==> src/include/trace_params.svh <==
//////////////////////////////////////////////////////////////////////
// trace monitor build constants
// data/address width, record FIFO depth and configuration map
// include wherever a width, depth or register address is needed
//////////////////////////////////////////////////////////////////////

`ifndef TRACE_PARAMS_SVH
`define TRACE_PARAMS_SVH

// bus data and address width
`define TRACE_XLEN 32

// record FIFO
`define TRACE_FIFO_DEPTH 8
`define TRACE_LVL_W ($clog2(`TRACE_FIFO_DEPTH + 1))  // fill level width

// configuration register map
`define TRACE_CFG_AW     2  // cfg address width
`define TRACE_CFG_CTRL   0  // enable, memory-only filter
`define TRACE_CFG_STATUS 1  // overflow, full, level

// status register bit positions
`define TRACE_STS_OVF  0  // sticky overflow, write 1 to clear
`define TRACE_STS_FULL 1
`define TRACE_STS_LVL  8  // fill level field lsb

`endif

==> src/design/trace_pkg.sv <==
//////////////////////////////////////////////////////////////////////
// shared types of the execution trace monitor
// bus request, phase codes, retired instruction record and control
// referenced by scoped names from the monitor, cfg block and FIFO
//////////////////////////////////////////////////////////////////////

`include "trace_params.svh"

package trace_pkg;

    //////////////////////////////////////////////////////////////////////
    // bus side
    //////////////////////////////////////////////////////////////////////

    // core FSM phase of a bus transfer
    // GPR phases have the top bit set
    typedef enum logic [2:0] {
        IF  = 3'b000,  // instruction fetch
        MLD = 3'b001,  // memory load
        MST = 3'b010,  // memory store
        EXE = 3'b011,  // branch condition, no bus data
        WB  = 3'b100,  // GPR write-back
        RS1 = 3'b101,  // GPR read rs1
        RS2 = 3'b110   // GPR read rs2
    } pha_e;

    // register file view of the address word
    typedef struct packed {
        logic [`TRACE_XLEN-8:0] rsv;  // unused upper bits
        logic [4:0]             idx;  // GPR index
        logic [1:0]             byt;  // word aligned, always 0
    } gpr_adr_t;

    // one address word, decoded by phase
    typedef union packed {
        logic [`TRACE_XLEN-1:0] mem;  // memory / fetch address
        gpr_adr_t               gpr;  // register file phases
    } bus_adr_u;

    // request part of a transfer
    typedef struct packed {
        bus_adr_u               adr;
        logic [`TRACE_XLEN-1:0] wdt;  // write data
        logic                   wen;  // write enable
        logic [1:0]             siz;  // log2 of byte count
    } bus_req_t;

    //////////////////////////////////////////////////////////////////////
    // record side
    //////////////////////////////////////////////////////////////////////

    // one retired instruction
    typedef struct packed {
        logic [`TRACE_XLEN-1:0] ifu_adr;  // PC
        logic [`TRACE_XLEN-1:0] ifu_ins;  // instruction word
        logic                   wbu_ena;  // GPR written
        logic [4:0]             wbu_idx;
        logic [`TRACE_XLEN-1:0] wbu_dat;
        logic                   lsu_ena;  // memory accessed
        logic                   lsu_wen;  // 1 store, 0 load
        logic [`TRACE_XLEN-1:0] lsu_adr;
        logic [1:0]             lsu_siz;
        logic [`TRACE_XLEN-1:0] lsu_dat;  // load or store data
    } trace_rec_t;

    // control register, ena in bit 0
    typedef struct packed {
        logic mem_only;  // keep load/store records only
        logic ena;       // record enable
    } cfg_ctrl_t;

endpackage

==> src/design/trace_monitor.sv <==
//////////////////////////////////////////////////////////////////////
// bus trace monitor
// watches the shared fetch/GPR/memory bus of the core and builds one
// record per retired instruction, closed by the next fetch
// closed records are pushed into the record FIFO when enabled
//////////////////////////////////////////////////////////////////////

`include "trace_params.svh"

module trace_monitor (
    input  logic                   tcb,
    input  logic                   rst_n,
    // core bus
    input  logic                   bus_trn,   // transfer strobe
    input  trace_pkg::pha_e        bus_pha,
    input  trace_pkg::bus_req_t    bus_req,
    input  logic [`TRACE_XLEN-1:0] bus_rdt,   // one cycle after bus_trn
    // control and FIFO state
    input  trace_pkg::cfg_ctrl_t   ctrl,
    input  logic                   full,
    // record output
    output logic                   rec_push,
    output trace_pkg::trace_rec_t  rec_in,
    output logic                   drop       // record lost on full FIFO
);

    //////////////////////////////////////////////////////////////////////
    // request delay, pairs read data with its request
    //////////////////////////////////////////////////////////////////////

    logic                trn_q;
    trace_pkg::pha_e     pha_q;
    trace_pkg::bus_req_t req_q;

    always_ff @(posedge tcb or negedge rst_n) begin
        if (!rst_n) begin
            trn_q <= 1'b0;
        end else begin
            trn_q <= bus_trn;
        end
    end

    always_ff @(posedge tcb) begin
        pha_q <= bus_pha;
        req_q <= bus_req;
    end

    //////////////////////////////////////////////////////////////////////
    // open record
    //////////////////////////////////////////////////////////////////////

    logic                   opn;      // a fetch has been seen
    logic                   wbu_ena;
    logic                   lsu_ena;
    logic [`TRACE_XLEN-1:0] ifu_adr;
    logic [`TRACE_XLEN-1:0] ifu_ins;
    logic [4:0]             wbu_idx;
    logic [`TRACE_XLEN-1:0] wbu_dat;
    logic                   lsu_wen;
    logic [`TRACE_XLEN-1:0] lsu_adr;
    logic [1:0]             lsu_siz;
    logic [`TRACE_XLEN-1:0] lsu_dat;

    // valid bits
    always_ff @(posedge tcb or negedge rst_n) begin
        if (!rst_n) begin
            opn     <= 1'b0;
            wbu_ena <= 1'b0;
            lsu_ena <= 1'b0;
        end else if (trn_q) begin
            case (pha_q)
                trace_pkg::IF: begin
                    opn     <= 1'b1;
                    wbu_ena <= 1'b0;  // new instruction starts empty
                    lsu_ena <= 1'b0;
                end
                trace_pkg::WB:  wbu_ena <= 1'b1;
                trace_pkg::MLD: lsu_ena <= 1'b1;
                trace_pkg::MST: lsu_ena <= 1'b1;
                default: ;  // RS1, RS2, EXE not traced
            endcase
        end
    end

    // record payload, unused parts zeroed on fetch
    always_ff @(posedge tcb) begin
        if (trn_q) begin
            case (pha_q)
                trace_pkg::IF: begin
                    ifu_adr <= req_q.adr.mem;
                    ifu_ins <= bus_rdt;  // instruction word
                    wbu_idx <= '0;
                    wbu_dat <= '0;
                    lsu_wen <= 1'b0;
                    lsu_adr <= '0;
                    lsu_siz <= '0;
                    lsu_dat <= '0;
                end
                trace_pkg::WB: begin
                    wbu_idx <= req_q.adr.gpr.idx;  // GPR view of address
                    wbu_dat <= req_q.wdt;
                end
                trace_pkg::MLD: begin
                    lsu_wen <= 1'b0;
                    lsu_adr <= req_q.adr.mem;
                    lsu_siz <= req_q.siz;
                    lsu_dat <= bus_rdt;    // load data arrives now
                end
                trace_pkg::MST: begin
                    lsu_wen <= 1'b1;
                    lsu_adr <= req_q.adr.mem;
                    lsu_siz <= req_q.siz;
                    lsu_dat <= req_q.wdt;  // store data
                end
                default: ;
            endcase
        end
    end

    //////////////////////////////////////////////////////////////////////
    // record close and push
    //////////////////////////////////////////////////////////////////////

    logic rec_cls;  // fetch closes the open record
    logic rec_keep; // record passes enable and filter

    assign rec_cls  = trn_q && (pha_q == trace_pkg::IF) && opn;
    assign rec_keep = ctrl.ena && (!ctrl.mem_only || lsu_ena);

    assign rec_push = rec_cls && rec_keep && !full;
    assign drop     = rec_cls && rec_keep &&  full;

    always_comb begin
        rec_in.ifu_adr = ifu_adr;
        rec_in.ifu_ins = ifu_ins;
        rec_in.wbu_ena = wbu_ena;
        rec_in.wbu_idx = wbu_idx;
        rec_in.wbu_dat = wbu_dat;
        rec_in.lsu_ena = lsu_ena;
        rec_in.lsu_wen = lsu_wen;
        rec_in.lsu_adr = lsu_adr;
        rec_in.lsu_siz = lsu_siz;
        rec_in.lsu_dat = lsu_dat;
    end

    // core only issues the seven defined phases
    a_pha_legal: assert property (@(posedge tcb) disable iff (!rst_n)
        bus_trn |-> bus_pha inside {trace_pkg::IF, trace_pkg::RS1, trace_pkg::RS2,
                                    trace_pkg::MLD, trace_pkg::MST, trace_pkg::EXE,
                                    trace_pkg::WB});

    // stores are write transfers
    a_mst_wen: assert property (@(posedge tcb) disable iff (!rst_n)
        (bus_trn && bus_pha == trace_pkg::MST) |-> bus_req.wen);

endmodule

==> src/design/trace_cfg.sv <==
//////////////////////////////////////////////////////////////////////
// trace configuration and status registers
// CTRL holds enable and the memory-only filter for the monitor
// STATUS reports sticky overflow, FIFO full and fill level
// writes take effect at the clock edge, reads are combinational
//////////////////////////////////////////////////////////////////////

`include "trace_params.svh"

module trace_cfg (
    input  logic                    tcb,
    input  logic                    rst_n,
    // register access
    input  logic                    cfg_wen,
    input  logic [`TRACE_CFG_AW-1:0] cfg_adr,
    input  logic [`TRACE_XLEN-1:0]  cfg_wdt,
    output logic [`TRACE_XLEN-1:0]  cfg_rdt,
    // monitor and FIFO
    output trace_pkg::cfg_ctrl_t    ctrl,
    input  logic                    drop,
    input  logic                    full,
    input  logic [`TRACE_LVL_W-1:0] level
);

    localparam int unsigned CW = $bits(trace_pkg::cfg_ctrl_t);

    logic ovf;      // sticky overflow
    logic wen_ctl;  // CTRL write
    logic wen_sts;  // STATUS write

    assign wen_ctl = cfg_wen && (cfg_adr == `TRACE_CFG_CTRL);
    assign wen_sts = cfg_wen && (cfg_adr == `TRACE_CFG_STATUS);

    //////////////////////////////////////////////////////////////////////
    // registers
    //////////////////////////////////////////////////////////////////////

    always_ff @(posedge tcb or negedge rst_n) begin
        if (!rst_n) begin
            ctrl <= '0;  // tracing off, no filter
        end else if (wen_ctl) begin
            ctrl <= cfg_wdt[CW-1:0];
        end
    end

    // new drop wins over a clear in the same cycle
    always_ff @(posedge tcb or negedge rst_n) begin
        if (!rst_n) begin
            ovf <= 1'b0;
        end else if (drop) begin
            ovf <= 1'b1;
        end else if (wen_sts && cfg_wdt[`TRACE_STS_OVF]) begin
            ovf <= 1'b0;  // write 1 to clear
        end
    end

    //////////////////////////////////////////////////////////////////////
    // read mux
    //////////////////////////////////////////////////////////////////////

    always_comb begin
        cfg_rdt = '0;  // unmapped addresses read 0
        case (cfg_adr)
            `TRACE_CFG_CTRL: cfg_rdt[CW-1:0] = ctrl;
            `TRACE_CFG_STATUS: begin
                cfg_rdt[`TRACE_STS_OVF]                  = ovf;
                cfg_rdt[`TRACE_STS_FULL]                 = full;
                cfg_rdt[`TRACE_STS_LVL +: `TRACE_LVL_W]  = level;
            end
            default: ;
        endcase
    end

endmodule

==> src/design/trace_fifo.sv <==
//////////////////////////////////////////////////////////////////////
// trace record FIFO
// circular buffer between the monitor and the host
// push and pop are one-cycle strobes, rec shows the oldest entry
// push while full and pop while empty are ignored
//////////////////////////////////////////////////////////////////////

`include "trace_params.svh"

module trace_fifo (
    input  logic                    tcb,
    input  logic                    rst_n,
    // write side
    input  logic                    rec_push,
    input  trace_pkg::trace_rec_t   rec_in,
    // read side
    input  logic                    rec_pop,
    output trace_pkg::trace_rec_t   rec,
    output logic                    rec_vld,
    // status
    output logic                    full,
    output logic [`TRACE_LVL_W-1:0] level
);

    localparam int unsigned DEPTH = `TRACE_FIFO_DEPTH;
    localparam int unsigned PW    = (DEPTH > 1) ? $clog2(DEPTH) : 1;
    localparam int unsigned LW    = `TRACE_LVL_W;

    trace_pkg::trace_rec_t mem [DEPTH];  // record storage
    logic [PW-1:0]         wr_ptr;
    logic [PW-1:0]         rd_ptr;
    logic [LW-1:0]         cnt;
    logic                  do_push;
    logic                  do_pop;

    // pointer increment with wrap at DEPTH
    function automatic logic [PW-1:0] ptr_inc(input logic [PW-1:0] ptr);
        return (ptr == PW'(DEPTH - 1)) ? '0 : ptr + 1'b1;
    endfunction

    assign do_push = rec_push && !full;
    assign do_pop  = rec_pop  && rec_vld;

    always_ff @(posedge tcb) begin
        if (do_push) begin
            mem[wr_ptr] <= rec_in;
        end
    end

    always_ff @(posedge tcb or negedge rst_n) begin
        if (!rst_n) begin
            wr_ptr <= '0;
            rd_ptr <= '0;
            cnt    <= '0;
        end else begin
            if (do_push) wr_ptr <= ptr_inc(wr_ptr);
            if (do_pop)  rd_ptr <= ptr_inc(rd_ptr);
            case ({do_push, do_pop})
                2'b10:   cnt <= cnt + 1'b1;
                2'b01:   cnt <= cnt - 1'b1;
                default: ;  // both or neither, count holds
            endcase
        end
    end

    assign rec     = mem[rd_ptr];  // oldest record
    assign rec_vld = (cnt != '0);
    assign full    = (cnt == LW'(DEPTH));
    assign level   = cnt;

    // monitor drops records itself when full
    a_no_push_full: assert property (@(posedge tcb) disable iff (!rst_n)
        rec_push |-> !full);

endmodule

==> src/design/trace_top.sv <==
//////////////////////////////////////////////////////////////////////
// execution trace subsystem top
// monitor on the core bus, config/status registers and record FIFO
// host reads records through rec/rec_vld and pops with rec_pop
//////////////////////////////////////////////////////////////////////

`include "trace_params.svh"

module trace_top (
    input  logic                     tcb,
    input  logic                     rst_n,
    // core bus
    input  logic                     bus_trn,
    input  trace_pkg::pha_e          bus_pha,
    input  trace_pkg::bus_req_t      bus_req,
    input  logic [`TRACE_XLEN-1:0]   bus_rdt,
    // configuration
    input  logic                     cfg_wen,
    input  logic [`TRACE_CFG_AW-1:0] cfg_adr,
    input  logic [`TRACE_XLEN-1:0]   cfg_wdt,
    output logic [`TRACE_XLEN-1:0]   cfg_rdt,
    // records
    input  logic                     rec_pop,
    output trace_pkg::trace_rec_t    rec,
    output logic                     rec_vld
);

    logic                    rec_push;
    trace_pkg::trace_rec_t   rec_in;
    logic                    drop;
    logic                    full;
    logic [`TRACE_LVL_W-1:0] level;
    trace_pkg::cfg_ctrl_t    ctrl;

    trace_monitor i_monitor (
        .tcb      (tcb),
        .rst_n    (rst_n),
        .bus_trn  (bus_trn),
        .bus_pha  (bus_pha),
        .bus_req  (bus_req),
        .bus_rdt  (bus_rdt),
        .ctrl     (ctrl),
        .full     (full),
        .rec_push (rec_push),
        .rec_in   (rec_in),
        .drop     (drop)
    );

    trace_cfg i_cfg (
        .tcb     (tcb),
        .rst_n   (rst_n),
        .cfg_wen (cfg_wen),
        .cfg_adr (cfg_adr),
        .cfg_wdt (cfg_wdt),
        .cfg_rdt (cfg_rdt),
        .ctrl    (ctrl),
        .drop    (drop),
        .full    (full),
        .level   (level)
    );

    trace_fifo i_fifo (
        .tcb      (tcb),
        .rst_n    (rst_n),
        .rec_push (rec_push),
        .rec_in   (rec_in),
        .rec_pop  (rec_pop),
        .rec      (rec),
        .rec_vld  (rec_vld),
        .full     (full),
        .level    (level)
    );

endmodule

==> config.mk <==
export PLATFORM = sky130hd
export DESIGN_NAME = trace_top
export DESIGN_NICKNAME = d
export VERILOG_FILES = /design/src/design/trace_pkg.sv /design/src/design/trace_monitor.sv /design/src/design/trace_cfg.sv /design/src/design/trace_fifo.sv /design/src/design/trace_top.sv
export VERILOG_INCLUDE_DIRS = /design/src /design/src/include
export SDC_FILE = /design/constraint.sdc
export NUM_CORES = 2
export LEC_CHECK = 0
export BUFFER_PORTS_ARGS = -buffer_cell sky130_fd_sc_hd__buf_2
export CAP_MARGIN = 20
export CORE_MARGIN = 2
export CORE_UTILIZATION = 35
export CTS_BUF_LIST = sky130_fd_sc_hd__clkbuf_8 sky130_fd_sc_hd__clkbuf_16
export CTS_CLUSTER_SIZE = 14
export DETAILED_ROUTE_END_ITERATION = 10
export MAX_ROUTING_LAYER = met4
export PLACE_DENSITY_LB_ADDON = 0.08
export SLEW_MARGIN = 20
export SYNTH_ARGS = -nofsm -noshare
export SYNTH_HDL_FRONTEND = slang
export SYNTH_SLANG_ARGS = --single-unit
==> constraint.sdc <==
create_clock -name tcb -period 58.2 [get_ports tcb]
set_input_delay 2.91 -clock tcb [delete_from_list [all_inputs] [get_ports tcb]]
set_output_delay 2.91 -clock tcb [all_outputs]
set_load 0.02 [all_outputs]
**Word level (Yosys, flattened, before mapping)**

Memory sizes are Yosys's and may differ from the RTL's.
Index checks and enable logic that the tools add are counted.

- Add/sub/neg operators: 4
- Multipliers: 0
- Div/mod/pow operators: 0
- Order comparisons: 0
- Equality and inequality tests: 9
- Shift-type cells: 0
- Muxes and demuxes: 17
- Bitwise operators: 0
- Reduce and logical (&&, ||, !) cells: 30

Operators by type and width:

| cell | count |
|---|---|
| $pmux W32 S2 | 2 |
| $pmux W32 S3 | 1 |
| $logic_and A1 B1 Y1 | 11 |
| $pmux W5 S2 | 1 |
| $reduce_and A2 Y1 | 5 |
| $reduce_bool A2 Y1 | 5 |
| $eq A3 B3 Y1 const B | 3 |
| $pmux W2 S2 | 2 |
| $pmux W4 S2 | 1 |
| $add A3 B1 Y3 const B | 2 |
| $mux W3 | 2 |
| $pmux W1 S2 | 3 |
| $add A4 B1 Y4 const B | 1 |
| $eq A2 B1 Y1 const B | 2 |
| $eq A4 B4 Y1 const B | 1 |
| $mux W1 | 4 |
| $mux W4 | 1 |
| $reduce_bool A4 Y1 | 1 |
| $reduce_or A2 Y1 | 2 |
| $sub A4 B1 Y4 const B | 1 |
| $eq A3 B1 Y1 const B | 1 |
| $eq A3 B2 Y1 const B | 1 |
| $logic_not A3 Y1 | 1 |
| $reduce_bool A3 Y1 | 1 |
| 4 further kinds | 5 |

- Register bits: 254
- Latch bits: 0
- RAM bits: 1360
- Memory bits (read-only): 0
- Input bits: 141
- Output and inout bits: 203
- Memories: 1

Memory list:

| name | depth | width | rd ports | clocked after Yosys merged registers in | write ports | RTL line | text |
|---|---|---|---|---|---|---|---|
| i_fifo.mem | 8 | 170 | 1 | 0 | 1 | trace_fifo.sv:29 | `trace_pkg::trace_rec_t mem [DEPTH];` |

**Logic depth before layout (Yosys ltp)**

- Depth after elaboration: 8
- Mapped depth: 9
- Gate-level depth less buffers: 7

**Modules after synthesis**

A second synthesis with hierarchy kept.

- Cell total of the unflattened synthesis: 2463
- Area total of the unflattened synthesis: 59594.7 um^2

Modules (own cells, without submodules):

| module | times used | cells each | area each (um^2) | seq. area each (um^2) |
|---|---|---|---|---|
| trace_fifo | 1 | 2034 | 51709.6 | 41089.4 |
| trace_monitor | 1 | 385 | 7498.4 | 6526.3 |
| trace_cfg | 1 | 44 | 386.6 | 75.1 |

**Worst setup path after synthesis**

OpenSTA, ideal clock, no wires.

- Path kind: register -> register
- Start point: register i_monitor.pha_q[2]
- End point: memory i_fifo.mem[1][0] (netlist name), enable pin
- Setup time: 1.116 ns
- Arrival: 19.378 ns
- Slack: 37.707 ns
- Cell stages (with the launch flop): 5
- Buffers on the path: 1
- Clock period less this slack: 20.493 ns
- Cell sequence: dfxtp_1 > nor4b_4 > o2111ai_2 > buf_6 > nor4_1

- Longest elaborated chain between the ends: 8

Ends and longest elaborated chain:

| element | RTL line | text |
|---|---|---|
| start, declared | trace_monitor.sv:32 | `trace_pkg::pha_e pha_q;` |
| start signal, assigned | trace_monitor.sv:44 | `pha_q <= bus_pha;` |
| $logic_not A3 Y1 | trace_monitor.sv:127 | `assign rec_cls = trn_q && (pha_q == trace_pkg::IF) && opn;` |
| $logic_and A1 B1 Y1 (2 in a row) | trace_monitor.sv:127 |  |
| $logic_and A1 B1 Y1 (2 in a row) | trace_monitor.sv:130 | `assign rec_push = rec_cls && rec_keep && !full;` |
| $logic_and A1 B1 Y1 | trace_fifo.sv:41 | `assign do_push = rec_push && !full;` |
| $mux W1 | trace_fifo.sv:45 | `if (do_push) begin` |
| $mux W1 (implied by the code) | trace_fifo.sv:46 | `mem[wr_ptr] <= rec_in;` |
| end, declared | trace_fifo.sv:29 |  |

No other way between the ends.

==> results.json <==
{
  "cpPeakStageDelay_ps": 950,
  "cts-root-buf": "clkbuf_16",
  "timing.final.crit_period_ps": 8190,
  "cp_slowest_cell": "dfrtp_4",
  "path_buf_inv": 4,
  "synth_edf_count": 1528,
  "arrival_ps": 5280,
  "crit_path_end_kind": "output pin",
  "tightest_slew_ps": 1130,
  "detail-route-antenna-nets": 0,
  "clock-sinks": 1614,
  "ios": 344,
  "finalSetupViolations": 0,
  "status": "completed",
  "synth_cells": 2460,
  "crit_family": "buffers and inverters",
  "p_total_uw": 3180,
  "gr-total-overflow": 0,
  "viasPerCell": 5.06,
  "cp_cell_sequence": "buf_4 > buf_4 > buf_4 > mux4_2 > mux2_2 > buf_2",
  "p_int_uw": 2260,
  "drt_iter0_drc": 1774,
  "synth.distinct_cells": 45,
  "routed_wl_mm": 152,
  "wire_per_inst_um": 29.0,
  "die_h_um": 417,
  "hold_violations": 0,
  "via_count": 26500,
  "path_max_fanout": 45,
  "nets": 3010,
  "seq_area_frac_synth_pct": 80.1,
  "insertion_delay_ps": 790,
  "grt_pass1_vias": 28800,
  "p_per_area_nw_per_um2": 46.0,
  "post_cts_buffers": 0,
  "maxSlewHeadroom_pct": 25.0,
  "core_area_um2": 169000,
  "crit_path_frequent_cell": "buf_4",
  "timing.fmax_ghz": 0.122,
  "irDropWorstVdd_mv": 0.0306,
  "fp.dieW_um": 417,
  "rsz0062_at_grt": "false",
  "share_comb_of_total_power_pct": 24.9,
  "ctsHoldBuffers": 0,
  "cp.required_ps": 55290,
  "syn_to_final_growth_pct": 16.1,
  "clkPwrFrac_pct": 33.5,
  "synthArstFlopShare_pct": 1.05,
  "finalCritPeriodShare_pct": 14.1,
  "drc_errors": 0,
  "ys.flop_type": "edfxtp_1",
  "ys_warn_count": 0,
  "gp_congestion": 0.706,
  "switching_power_uw": 928,
  "cts_made_buffers": 175,
  "final_common_cell": "edfxtp_1",
  "fillers": 14900,
  "clk_pin_slew_worst_paths_ps": 60,
  "track_usage_pct": 18.0,
  "swShare_pct": 29.1,
  "grt_max_degree": 112,
  "grt_pass1_wl_mm": 214,
  "final_max_slew_viol_count": 0,
  "dieArea_um2": 174000,
  "crit_type": "flop to output pin",
  "worstSetupStartpointType": "flop",
  "ctsResizeCount": 0,
  "hold_path_class": "flop to flop",
  "fin_worst_skew_ps": 26.5,
  "synth_area_um2": 59600,
  "h-tree-depth": 4,
  "final_cell_mix": "edfxtp_1, mux4_2, buf_2, clkbuf_16, mux2_2",
  "syn_avg_cell_area_um2": 24.2,
  "cts_tree": "yes",
  "start_util_pct": 35.2,
  "port_buffers": 286,
  "leakagePower_uw": 0.0224,
  "maxCapViolCount": 0,
  "ys_seq_elements": 1614,
  "drtPass1Iterations": 5,
  "grt_antenna_before_repair": 8,
  "fp-row-count": 151,
  "clock_path_buffers": 3,
  "finalSetupTns_ps": 0,
  "p_seq_share_pct": 41.6,
  "dp_hpwl_mm": 82.0,
  "drive_gt1_share_pct": 37.2
}
synth_stat cells, types with 20 or more instances:
cell type  count  area, um^2
a22o_1        32         280
edfxtp_1    1528       45900
mux2_2       173        1950
and2_1        40         250
buf_1         20        75.1
mux4_2       340        7660
and3_1        37         231
clkbuf_1      46         173
buf_4         26         195
buf_6         32         360
dfxtp_1       69        1380
power groups by stage:
stage,sequential (uW),combinational (uW),clock [uW]
2_1_floorplan,1320,592,0
3_3_place_gp,1350,824,0
3_5_place_dp,1350,825,0
4_1_cts,1330,829,1100
5_1_grt,1330,852,1140
6_report,1330,793,1070
flip-flops by register name, indices dropped and copies added, names as in the netlist:
register           flops
i_monitor.trn_q        1
i_cfg.ovf              1
i_fifo.mem          1360
i_fifo.level           4
i_monitor.lsu_dat     32
i_monitor.ifu_ins     32
i_fifo.rd_ptr          3
i_monitor.wbu_ena      1
i_monitor.req_q       66
i_monitor.opn          1
i_monitor.lsu_wen      1
i_fifo.wr_ptr          3
i_monitor.wbu_idx      5
i_monitor.pha_q        3
i_cfg.ctrl             2
i_monitor.lsu_ena      1
i_monitor.wbu_dat     32
i_monitor.lsu_siz      2
i_monitor.lsu_adr     32
i_monitor.ifu_adr     32
worst paths after layout:
kind | cells past startpoint | slack (ps) | to | startpoint
setup / recovery | 6 | 50010 | rec[128] | i_fifo.rd_ptr[0]$_DFFE_PN0P_
hold / removal | 0 | 420 | i_monitor.ifu_adr[15]$_DFFE_PN_ | i_monitor.req_q[50]$_DFF_P_
setup reg to reg | 8 | 52830 | i_fifo.mem[6][33]$_DFFE_PP_ | i_monitor.pha_q[2]$_DFF_P_
hold reg to reg | 0 | 420 | i_monitor.ifu_adr[15]$_DFFE_PN_ | i_monitor.req_q[50]$_DFF_P_
max in group asynchronous | 1 | 55740 | i_fifo.rd_ptr[2]$_DFFE_PN0P_ | rst_n
min in group asynchronous | 1 | 2080 | i_fifo.level[0]$_DFFE_PN0P_ | rst_n
through the flow:
stage	setup slack, ps	util [%]	hold slack, ps	area, um^2	cells
6_report	50010	40.9	421	69200	5230
5_1_grt	49430	40.9	434	69200	5230
4_1_cts	49660	40.9	425	69200	5226
3_5_place_dp	50550	37.6	411	63600	4902
3_3_place_gp	50540	37.6	412	63600	4902
2_1_floorplan	37710	-	400	59700	2485
area by class of cell:
class	count	area (um^2)	area share, %
antenna	4	10.0	0.0145
clock buffer	188	4590	6.64
clock inverter	136	998	1.44
inverter	7	26.3	0.0380
multi-input combinational	723	11200	16.1
sequential	1614	47700	69.0
tap	2218	2780	4.01
timing repair buffer	340	1920	2.78
per-layer routing:
metal | vias to the layer above | global-route usage [%] | wire length (um)
met2 | 564 | 31.6 | 81000
met5 | - | - | 0
met3 | 251 | 3.19 | 5950
li1 | 11200 | - | -
met4 | 0 | 6.29 | 4850
met1 | 14500 | 20.8 | 59900
logic make-up (layout without fill, tap and decap cells):
family,Yosys count,count (layout),synth area share [%]
fa+ha+maj,8,8,0.181
compound gates,51,51,0.710
other cells,1,30,0.00630
simple gates,118,118,1.26
flops,1614,1614,80.1
buf+inv,148,671,1.54
xor+xnor,2,2,0.0294
mux,518,518,16.2
No activity file was read; power rests on OpenSTA's default activity.
